File: src/logic/mac_pkg.sv
package mac_pkg;

	// host ram word address width, one word is 16 bits
	localparam int MAC_AW = 10;

	// width of the length field and of the packet width math
	localparam int PAW = 11;

	// lead and trailer slots on strobe_l, preamble before and CRC after
	// must be at least 2
	localparam int STRETCH = 4;

	// padding per side added to the frame length before asking the scanner
	localparam int IFG = 24;

	// upper bound on the quiet window we ever wait for
	localparam int LATENCY = 256;

	// byte order inside a data word, 0 sends the low byte first
	localparam int BIG_ENDIAN = 0;

	// reader FSM encodings
	localparam logic [1:0] ST_IDLE = 2'd0;
	localparam logic [1:0] ST_FETCH = 2'd1;
	localparam logic [1:0] ST_SEND = 2'd2;
	localparam logic [1:0] ST_DONE = 2'd3;

	// one host buffer word
	// first word of a frame is read as hdr, the rest as data
	typedef union packed {
		struct packed {
			logic [4:0] rsvd;
			logic [PAW-1:0] len;
		} hdr;
		struct packed {
			logic [7:0] hi;
			logic [7:0] lo;
		} data;
	} buf_word_u;

endpackage
File: src/logic/mac_subset.sv
`timescale 1ns/100ps

module mac_subset
	import mac_pkg::*;
(
	input logic tx_clk,
	input logic arst_n,
	input logic ce,
	// external dual port ram, read side
	output logic [MAC_AW-1:0] host_raddr,
	input buf_word_u host_rdata,
	// frame location, held while start is high
	input logic [MAC_AW-1:0] buf_start_addr,
	// four phase start and done
	input logic tx_mac_start,
	output logic tx_mac_done,
	// from the input scanner, not on tx_clk
	input logic scanner_busy,
	// toward preamble and CRC insertion
	output logic strobe_s,
	output logic strobe_l,
	output logic [7:0] mac_data
);

	logic req;
	logic [PAW-1:0] len_req;
	logic clear_to_send;
	logic mac_strobe;

	tx_frame_reader u_reader (
		.tx_clk(tx_clk),
		.arst_n(arst_n),
		.ce(ce),
		.host_rdata(host_rdata),
		.buf_start_addr(buf_start_addr),
		.tx_mac_start(tx_mac_start),
		.mac_strobe(mac_strobe),
		.host_raddr(host_raddr),
		.tx_mac_done(tx_mac_done),
		.req(req),
		.len_req(len_req),
		.mac_data(mac_data)
	);

	precog_scheduler u_sched (
		.tx_clk(tx_clk),
		.arst_n(arst_n),
		.ce(ce),
		.scanner_busy(scanner_busy),
		.req(req),
		.len_req(len_req),
		.clear_to_send(clear_to_send)
	);

	strobe_shaper u_shaper (
		.tx_clk(tx_clk),
		.arst_n(arst_n),
		.ce(ce),
		.clear_to_send(clear_to_send),
		.req(req),
		.strobe_s(mac_strobe),
		.strobe_l(strobe_l)
	);

	// payload strobe also paces the reader
	assign strobe_s = mac_strobe;

endmodule

File: src/logic/strobe_shaper.sv
`timescale 1ns/100ps

module strobe_shaper
	import mac_pkg::*;
(
	input logic tx_clk,
	input logic arst_n,
	input logic ce,
	input logic clear_to_send,
	input logic req,
	output logic strobe_s,
	output logic strobe_l
);

	// grant history, the far end opens the payload window
	logic [STRETCH-1:0] cts_sr;
	// payload history, keeps strobe_l up for the CRC slots
	logic [STRETCH-1:0] s_sr;

	always_ff @(posedge tx_clk or negedge arst_n) begin
		if (!arst_n) begin
			cts_sr <= '0;
			s_sr <= '0;
		end else if (ce) begin
			cts_sr <= {cts_sr[STRETCH-2:0], clear_to_send};
			s_sr <= {s_sr[STRETCH-2:0], strobe_s};
		end
	end

	// payload starts STRETCH slots after the grant, ends with req
	assign strobe_s = cts_sr[STRETCH-1] & req;

	// lead slots come from the grant itself
	// any payload in the last STRETCH slots keeps the trailer going
	assign strobe_l = clear_to_send | (|s_sr);

	// grant must still be up under every payload byte
	a_s_in_l: assert property (@(posedge tx_clk) disable iff (!arst_n)
		strobe_s |-> strobe_l);

endmodule

File: src/logic/precog_scheduler.sv
`timescale 1ns/100ps

module precog_scheduler
	import mac_pkg::*;
(
	input logic tx_clk,
	input logic arst_n,
	input logic ce,
	input logic scanner_busy,
	input logic req,
	input logic [PAW-1:0] len_req,
	output logic clear_to_send
);

	logic busy_meta;
	logic busy_sync;
	// cycles since the scanner last reported busy
	logic [PAW-1:0] quiet_cnt;
	// one extra bit so the padding cannot wrap
	logic [PAW:0] width;
	logic [PAW:0] thresh;
	logic quiet_ok;

	// scanner runs on its own clock
	// two flops clocked on every tx_clk whether or not ce is high
	always_ff @(posedge tx_clk or negedge arst_n) begin
		if (!arst_n) begin
			busy_meta <= 1'b0;
			busy_sync <= 1'b0;
		end else begin
			busy_meta <= scanner_busy;
			busy_sync <= busy_meta;
		end
	end

	// quiet counter restarts on any busy and sticks at all ones
	always_ff @(posedge tx_clk or negedge arst_n) begin
		if (!arst_n) begin
			quiet_cnt <= '0;
		end else if (ce) begin
			if (busy_sync) begin
				quiet_cnt <= '0;
			end else if (~&quiet_cnt) begin
				quiet_cnt <= quiet_cnt + PAW'(1);
			end
		end
	end

	// frame plus gap on both sides
	assign width = {1'b0, len_req} + (PAW+1)'(2 * IFG);

	// long frames only wait for LATENCY
	assign thresh = (width < (PAW+1)'(LATENCY)) ? width : (PAW+1)'(LATENCY);

	assign quiet_ok = ({1'b0, quiet_cnt} >= thresh);

	// grant is sticky and ignores busy once given
	// drops on the first ce edge that sees req low
	always_ff @(posedge tx_clk or negedge arst_n) begin
		if (!arst_n) begin
			clear_to_send <= 1'b0;
		end else if (ce) begin
			if (!req) begin
				clear_to_send <= 1'b0;
			end else if (quiet_ok) begin
				clear_to_send <= 1'b1;
			end
		end
	end

	// a grant lands while its request is still up
	a_cts_needs_req: assert property (@(posedge tx_clk) disable iff (!arst_n)
		$rose(clear_to_send) |-> req);

endmodule

File: src/logic/tx_frame_reader.sv
`timescale 1ns/100ps

module tx_frame_reader
	import mac_pkg::*;
(
	input logic tx_clk,
	input logic arst_n,
	input logic ce,
	input buf_word_u host_rdata,
	input logic [MAC_AW-1:0] buf_start_addr,
	input logic tx_mac_start,
	input logic mac_strobe,
	output logic [MAC_AW-1:0] host_raddr,
	output logic tx_mac_done,
	output logic req,
	output logic [PAW-1:0] len_req,
	output logic [7:0] mac_data
);

	logic [1:0] state;
	logic start_r;
	logic start_d;
	logic start_rise;
	// read data not yet valid for the current address
	logic rd_wait;
	// header already taken, fetch is now after the first data word
	logic hdr_ok;
	// 0 while the first byte of cur_word is on mac_data
	logic second;
	logic [PAW-1:0] bytes_left;
	buf_word_u cur_word;
	logic hdr_take;
	logic prime_take;
	logic byte_take;
	logic last_take;
	logic refill;

	// start sampled once, edge found against the previous sample
	always_ff @(posedge tx_clk or negedge arst_n) begin
		if (!arst_n) begin
			start_r <= 1'b0;
			start_d <= 1'b0;
		end else if (ce) begin
			start_r <= tx_mac_start;
			start_d <= start_r;
		end
	end

	assign start_rise = start_r & ~start_d;

	// ram read is one tx_clk, address stays put while ce is low
	// so two ce edges after an address change the word is there
	assign hdr_take = (state == ST_FETCH) && !rd_wait && !hdr_ok;
	assign prime_take = (state == ST_FETCH) && !rd_wait && hdr_ok;
	assign byte_take = (state == ST_SEND) && mac_strobe;
	assign last_take = byte_take && (bytes_left == PAW'(1));
	// second byte gone, swap in the word the ram already holds
	assign refill = byte_take && second && !last_take;

	always_ff @(posedge tx_clk or negedge arst_n) begin
		if (!arst_n) begin
			state <= ST_IDLE;
			rd_wait <= 1'b0;
			hdr_ok <= 1'b0;
			second <= 1'b0;
			req <= 1'b0;
			len_req <= '0;
			bytes_left <= '0;
		end else if (ce) begin
			case (state)
				ST_IDLE: begin
					if (start_rise) begin
						state <= ST_FETCH;
						rd_wait <= 1'b1;
						hdr_ok <= 1'b0;
					end
				end
				ST_FETCH: begin
					if (rd_wait) begin
						rd_wait <= 1'b0;
					end else if (!hdr_ok) begin
						len_req <= host_rdata.hdr.len;
						bytes_left <= host_rdata.hdr.len;
						// empty frame goes straight to done, no req
						if (host_rdata.hdr.len == '0) begin
							state <= ST_DONE;
						end else begin
							hdr_ok <= 1'b1;
							rd_wait <= 1'b1;
						end
					end else begin
						// first data word in hand, ask to send
						req <= 1'b1;
						second <= 1'b0;
						state <= ST_SEND;
					end
				end
				ST_SEND: begin
					if (byte_take) begin
						bytes_left <= bytes_left - PAW'(1);
						second <= ~second;
						if (last_take) begin
							req <= 1'b0;
							state <= ST_DONE;
						end
					end
				end
				default: begin
					// hold done until host lets go of start
					if (!start_r) begin
						state <= ST_IDLE;
					end
				end
			endcase
		end
	end

	// address and word buffer
	always_ff @(posedge tx_clk) begin
		if (ce) begin
			if ((state == ST_IDLE) && start_rise) begin
				host_raddr <= buf_start_addr;
			end else if (hdr_take || prime_take || refill) begin
				host_raddr <= host_raddr + MAC_AW'(1);
			end
			if (prime_take || refill) begin
				cur_word <= host_rdata;
			end
		end
	end

	assign tx_mac_done = (state == ST_DONE);

	// byte order flips which half goes out first
	assign mac_data = (second ^ (BIG_ENDIAN != 0)) ? cur_word.data.hi : cur_word.data.lo;

	// done is only raised after req has dropped
	a_done_req_excl: assert property (@(posedge tx_clk) disable iff (!arst_n)
		!(tx_mac_done && req));

	// scheduler and shaper see one length per request
	a_len_stable: assert property (@(posedge tx_clk) disable iff (!arst_n)
		req && $past(req) |-> len_req == $past(len_req));

endmodule

File: config.mk
export PLATFORM = sky130hd
export DESIGN_NAME = mac_subset
export DESIGN_NICKNAME = d
export VERILOG_FILES = /design/src/logic/mac_pkg.sv /design/src/logic/mac_subset.sv /design/src/logic/strobe_shaper.sv /design/src/logic/precog_scheduler.sv /design/src/logic/tx_frame_reader.sv
export SDC_FILE = /design/constraint.sdc
export NUM_CORES = 1
export LEC_CHECK = 0
export ABC_AREA = 1
export BUFFER_PORTS_ARGS = -buffer_cell sky130_fd_sc_hd__buf_2
export CAP_MARGIN = 10
export CORE_AREA = 2 2 100 102
export CTS_BUF_LIST = sky130_fd_sc_hd__clkbuf_8
export DETAILED_ROUTE_END_ITERATION = 7
export DIE_AREA = 0 0 102 104
export PLACE_DENSITY = 0.63
export REMOVE_ABC_BUFFERS = 1
export SKIP_CTS_REPAIR_TIMING = 1
export SLEW_MARGIN = 20
export SYNTH_ARGS = -nofsm -noshare
export SYNTH_HDL_FRONTEND = slang
export SYNTH_SLANG_ARGS = --single-unit
File: constraint.sdc
create_clock -name tx_clk -period 2.1 [get_ports tx_clk]
set_input_delay 0.21 -clock tx_clk [delete_from_list [all_inputs] [get_ports tx_clk]]
set_output_delay 0.21 -clock tx_clk [all_outputs]
set_load 0.02 [all_outputs]
== Word level (Yosys, flattened, before mapping) ==
Index checks and enable logic that the tools add are counted.

* Output and inout port bits: 21
* Bits in registers: 78
* Bits of input ports: 31

* $lt $le $gt $ge: 2
* Reductions and logical operators: 32
* Bitwise operators: 7
* Add/subtract/negate cells: 4
* Eq/ne operators: 14
* Muxes and demuxes: 38

{| class="wikitable"
|+ Operators with widths
! operator !! number
|-
| $mux W11 || 5
|-
| $pmux W11 S2 || 1
|-
| $mux W10 || 2
|-
| $mux W1 || 16
|-
| $mux W2 || 7
|-
| $add A11 B6 Y12 const B || 1
|-
| $ge A11 B12 Y1 || 1
|-
| $lt A12 B9 Y1 const B || 1
|-
| $mux W12 || 1
|-
| $ne A2 B1 Y1 const B || 6
|-
| $add A11 B1 Y11 const B || 1
|-
| $eq A11 B1 Y1 const B || 1
|-
| $logic_not A11 Y1 || 1
|-
| $reduce_and A11 Y1 || 1
|-
| $sub A11 B1 Y11 const B || 1
|-
| $add A10 B1 Y10 const B || 1
|-
| $reduce_and A5 Y1 || 2
|-
| $logic_and A1 B1 Y1 || 8
|-
| $mux W8 || 1
|-
| $pmux W1 S2 || 4
|-
| $reduce_and A2 Y1 || 4
|-
| $reduce_and A4 Y1 || 2
|-
| $reduce_and A7 Y1 || 1
|-
| $pmux W2 S3 || 1
|-
| 15 further kinds || 27
|}

== Depth between registers and ports, before layout ==
* Depth after elaboration: 8
* Mapped depth: 18
* Mapped depth without buffers: 18

== Hierarchy ==
Synthesis repeated with hierarchy kept, for this count alone.

* Cell total of the unflattened synthesis: 556
* Area total of the unflattened synthesis: 4525.6 um2

{| class="wikitable"
|+ Modules (own cells, without submodules)
! module !! instances !! area each (um2) !! cells each !! sequential area each (um2)
|-
| tx_frame_reader || 1 || 3000.4 || 352 || 1531.5
|-
| precog_scheduler || 1 || 1188.6 || 167 || 350.3
|-
| strobe_shaper || 1 || 336.6 || 37 || 200.2
|}

== Least setup slack after synthesis ==
OpenSTA, ideal clock, no wires.

* Kind: register to register
* Start: register u_reader.state[0]
* End: register u_reader.cur_word[0] (netlist bit), enable pin
* Cell stages (with the launch flop): 9
* Data arrival time: 1886 ps
* Required time: 1706 ps
* Library setup time: 394 ps
* Slack: -180 ps
* Clock period less this slack: 2280 ps
* Cell sequence: dfrtp_1 > inv_1 > ha_1 > buf_2 > nand2_1 > inv_1 > nand3_1 > nand3_1 > a21oi_1

* Longest elaborated chain between the ends: 7

{| class="wikitable"
|+ RTL lines
! element !! RTL line !! source
|-
| from (decl) || tx_frame_reader.sv:20 || <nowiki>logic [1:0] state;</nowiki>
|-
| from (signal assigned) || tx_frame_reader.sv:62 || <nowiki>state <= ST_IDLE;</nowiki>
|-
| from (signal assigned) || tx_frame_reader.sv:73 || <nowiki>state <= ST_FETCH;</nowiki>
|-
| from (signal assigned) || tx_frame_reader.sv:86 || <nowiki>state <= ST_DONE;</nowiki>
|-
| $eq A2 B2 Y1 || tx_frame_reader.sv:55 || <nowiki>assign byte_take = (state == ST_SEND) && mac_strobe;</nowiki>
|-
| $logic_and A1 B1 Y1 || tx_frame_reader.sv:55 ||
|-
| $logic_and A1 B1 Y1 || tx_frame_reader.sv:56 || <nowiki>assign last_take = byte_take && (bytes_left == PAW'(1));</nowiki>
|-
| $logic_not A1 Y1 || tx_frame_reader.sv:58 || <nowiki>assign refill = byte_take && second && !last_take;</nowiki>
|-
| $logic_and A1 B1 Y1 || tx_frame_reader.sv:58 ||
|-
| $logic_or A1 B1 Y1 (*) || tx_frame_reader.sv:126 || <nowiki>if (prime_take || refill) begin</nowiki>
|-
| $reduce_and A2 Y1 (no source line) (*) || - ||
|-
| to (signal assigned) || tx_frame_reader.sv:127 || <nowiki>cur_word <= host_rdata;</nowiki>
|-
| to (decl) || tx_frame_reader.sv:31 || <nowiki>buf_word_u cur_word;</nowiki>
|}

Every way passes the cells marked *; elsewhere a longest branch is shown, timed or not.
A chain may end at the register's enable or synchronous reset.

== Final worst setup path ==
* Start: register u_reader.len_req[5]
* End: register u_sched.clear_to_send

* Longest elaborated chain between the ends: 6

{| class="wikitable"
|+ RTL lines
! element !! RTL line !! source
|-
| from (decl) || tx_frame_reader.sv:16 || <nowiki>output logic [PAW-1:0] len_req,</nowiki>
|-
| from (signal assigned) || tx_frame_reader.sv:82 || <nowiki>len_req <= host_rdata.hdr.len;</nowiki>
|-
| $add A11 B6 Y12 (*) || precog_scheduler.sv:50 || <nowiki>assign width = {1'b0, len_req} + (PAW+1)'(2 * IFG);</nowiki>
|-
| $lt A12 B9 Y1 || precog_scheduler.sv:53 || <nowiki>assign thresh = (width < (PAW+1)'(LATENCY)) ? width : (PAW+1)'(LATENCY);</nowiki>
|-
| $mux W12 (*) || precog_scheduler.sv:53 ||
|-
| $ge A11 B12 Y1 (*) || precog_scheduler.sv:55 || <nowiki>assign quiet_ok = ({1'b0, quiet_cnt} >= thresh);</nowiki>
|-
| $ne A2 B1 Y1 (no source line) (*) || - ||
|-
| $reduce_and A2 Y1 (no source line) (*) || - ||
|-
| to (signal assigned) || precog_scheduler.sv:61 || <nowiki>clear_to_send <= 1'b0;</nowiki>
|-
| to (signal assigned) || precog_scheduler.sv:64 || <nowiki>clear_to_send <= 1'b0;</nowiki>
|-
| to (signal assigned) || precog_scheduler.sv:66 || <nowiki>clear_to_send <= 1'b1;</nowiki>
|-
| to (decl) || precog_scheduler.sv:12 || <nowiki>output logic clear_to_send</nowiki>
|}

Marked as above.

==> out/results.ini <==
[logic_synthesis]
avgSynthCellArea_um2 = 8.16
synth_top_cells_by_area = dfrtp_1 30%, edfxtp_1 18%, nand2_1 14%, ha_1 5.9%, o21ai_0 5.6%
synth_area_mm2 = 0.00427
synth_ff_type = dfrtp_1
yosysTopAreaCellShare_pct = 30.5
synth_warnings = 0
synth_edf_count = 26
yosysMostFrequentCell = nand2_1
syn_inst = 523
synth-seq-area-share_pct = 48.8
ys_ff_latch = 78
synth_top_cells_by_count = 155 x nand2_1, 58 x inv_1, 52 x dfrtp_1, 48 x o21ai_0, 45 x nor2_1
synth_top_area_cell = dfrtp_1
ys_async_sr_fraction_pct = 66.7
ys_types = 38

[power_and_ir_drop]
power.total_mw = 5.85
p_per_area_mw_per_mm2 = 1160
peakVddDrop_v = 0.000515
p_leak_nw = 2.39

[placed_design]
place_inst = 710
placed_area_mm2 = 0.00474
numPortBuffers = 51
place_congestion = 0.860
dp_slack_ns = -0.329
dp.final_hpwl_um = 6820

[sta]
hold_viol_final = 0
skew_ns = 0.00811
setup_viol = 1
fin_crit_ns = 2.34
drv_slew = 0
max_clock_freq_mhz = 427
setup_slack_ns = -0.241
grt_setup_unrepaired = true
hold_ws_ns = 0.0247
tns_ns = -0.241
fin_crit_sh_pct = 111
slew-limit-headroom_pct = 58.5
worstMarginPinSlew_ns = 0.622

[setup_path]
rr_startpoint = u_reader.len_req[5]
worstRegToRegCells = 16
cp_max_fo = 5
critPathKind = register to register
crit_start = u_reader.len_req[5]
critPathRequiredTime_ns = 2.38
worstReg2RegEnd = u_sched.clear_to_send
crit_path_start_kind = register
crit_arrival_ns = 2.63
critPathCaptureType = register
regToRegSetupSlack_ns = -0.24

[clock_tree]
insertion_delay_ns = 0.35
path_clk_slew_ns = 0.08
root_buffer = clkbuf_8
cts_tree = yes
cts.htree.levels = 3
cts.sinks = 78
clk_path_buf_depth = 2
cts_made_buffers = 9

[global_routing]
antenna_found_initial = 0
grt_pass1_wl_um = 15500
grt_pass1_vias = 3400
track_usage_pct = 18.4
grt-ovfl-total = 0
grt_max_degree = 28

[detailed_routing]
wl_met2_um = 4710
first_pass_iters = 4
remaining_drc_errors = 0
drt_iter0_markers = 126
highest_layer = met4
via_count = 3598
routedWlPerCell_um = 12.8
antenna_left = 0
drt-total-wl_um = 9370
via_per_inst = 4.92
route.met3.wl_um = 432
wl_met1_um = 4140

[status]
violations = negative setup slack
status = complete, but fails checks

[hold_path]
hp-start = host_rdata[15]
hold-path-cell-count = 1
hold-path-endpoint = u_reader.cur_word[15]
hp-class = input port to register

[die]
dieArea_mm2 = 0.0106
io_pins = 52
initial_core_util_pct = 44.7
die_w_um = 102
die_h_um = 104
core_mm2 = 0.00955
rows = 36

[cells_and_area]
n_antenna_cell = 0
area_growth_pct = 18.4
instances_no_fill = 731
final_nets = 644
final_core_util_pct = 52.9
layout-drive-gt1-share_pct = 19.1
design_area_mm2 = 0.00505

[run]
max-cap-violations = 0

[kinds of logic after synthesis]
kind of cell	synth area share (%)
AND/OR/NAND/NOR	24.5
AO/OA/AOI/OAI	10.6
flip-flops	48.8
buffers and inverters	7.21
adder cells (fa/ha/maj)	5.86
XOR/XNOR	2.67
other	0.0879
multiplexers	0.264
[worst max-delay path by stage]
| stage | to |
|---|---|
| floorplan | u_reader.cur_word[0] |
| detailed placement | u_sched.clear_to_send |
| global placement | u_sched.clear_to_send |
| CTS | u_sched.clear_to_send |
| finish | u_sched.clear_to_send |
| global route | u_sched.clear_to_send |
[critical path, cell delays in order (launching register included)]
cell and delay [ns]:
dfrtp_1 0.35, inv_1 0.07, ha_4 0.16, inv_2 0.06
nand2_2 0.05, nor2_2 0.13, xnor2_1 0.14, nand3_2 0.17
or2_4 0.29, ha_4 0.28, nand2_4 0.05, nor2_4 0.10
and2_4 0.14, nand2_2 0.04, nand4_1 0.06, nand2_1 0.05
a21oi_1 0.13
[flip-flops by register name, indices dropped and copies added (netlist names), 2 cells and up]
name,cells
u_sched.quiet_cnt,11
u_shaper.cts_sr,4
u_reader.host_raddr,10
u_reader.state,2
u_reader.bytes_left,11
u_shaper.s_sr,4
u_reader.len_req,11
u_reader.cur_word,16
[power by group]
part           leakage (nW)  internal, mW  switching [mW]
combinational          1.39         0.949            1.55
clock                 0.102         0.542           0.557
sequential            0.899          1.96           0.296
[layer usage]
layer  GRT usage, %  vias up
li1               -     1832
met1           24.1     1684
met2           30.0       73
met3           4.17        9
met4           5.90        0
met5              0        -
[placed cells by master (no fill, tap or decap), drive strengths merged, types with 3 or more instances in the layout]
cell type and instances:
buf 67, nor3 8, clkinv 4, nor2 46, a21oi 18, dlygate4sd3 3
nand3 26, nand4 10, xor2 10, clkbuf 9, nand2 158, o21ai 55
dfrtp 52, ha 20, edfxtp 26, xnor2 3, inv 65
[final cells by class]
cell class,instances,area (µm²)
flip-flops and latches,78,2080
multi-input cells,370,1960
clock inverters,7,67.6
well taps,133,166
repair buffers,70,418
clock buffers,9,124
fillers,933,4490
inverters,64,240
No activity file was read; power rests on OpenSTA's default activity.
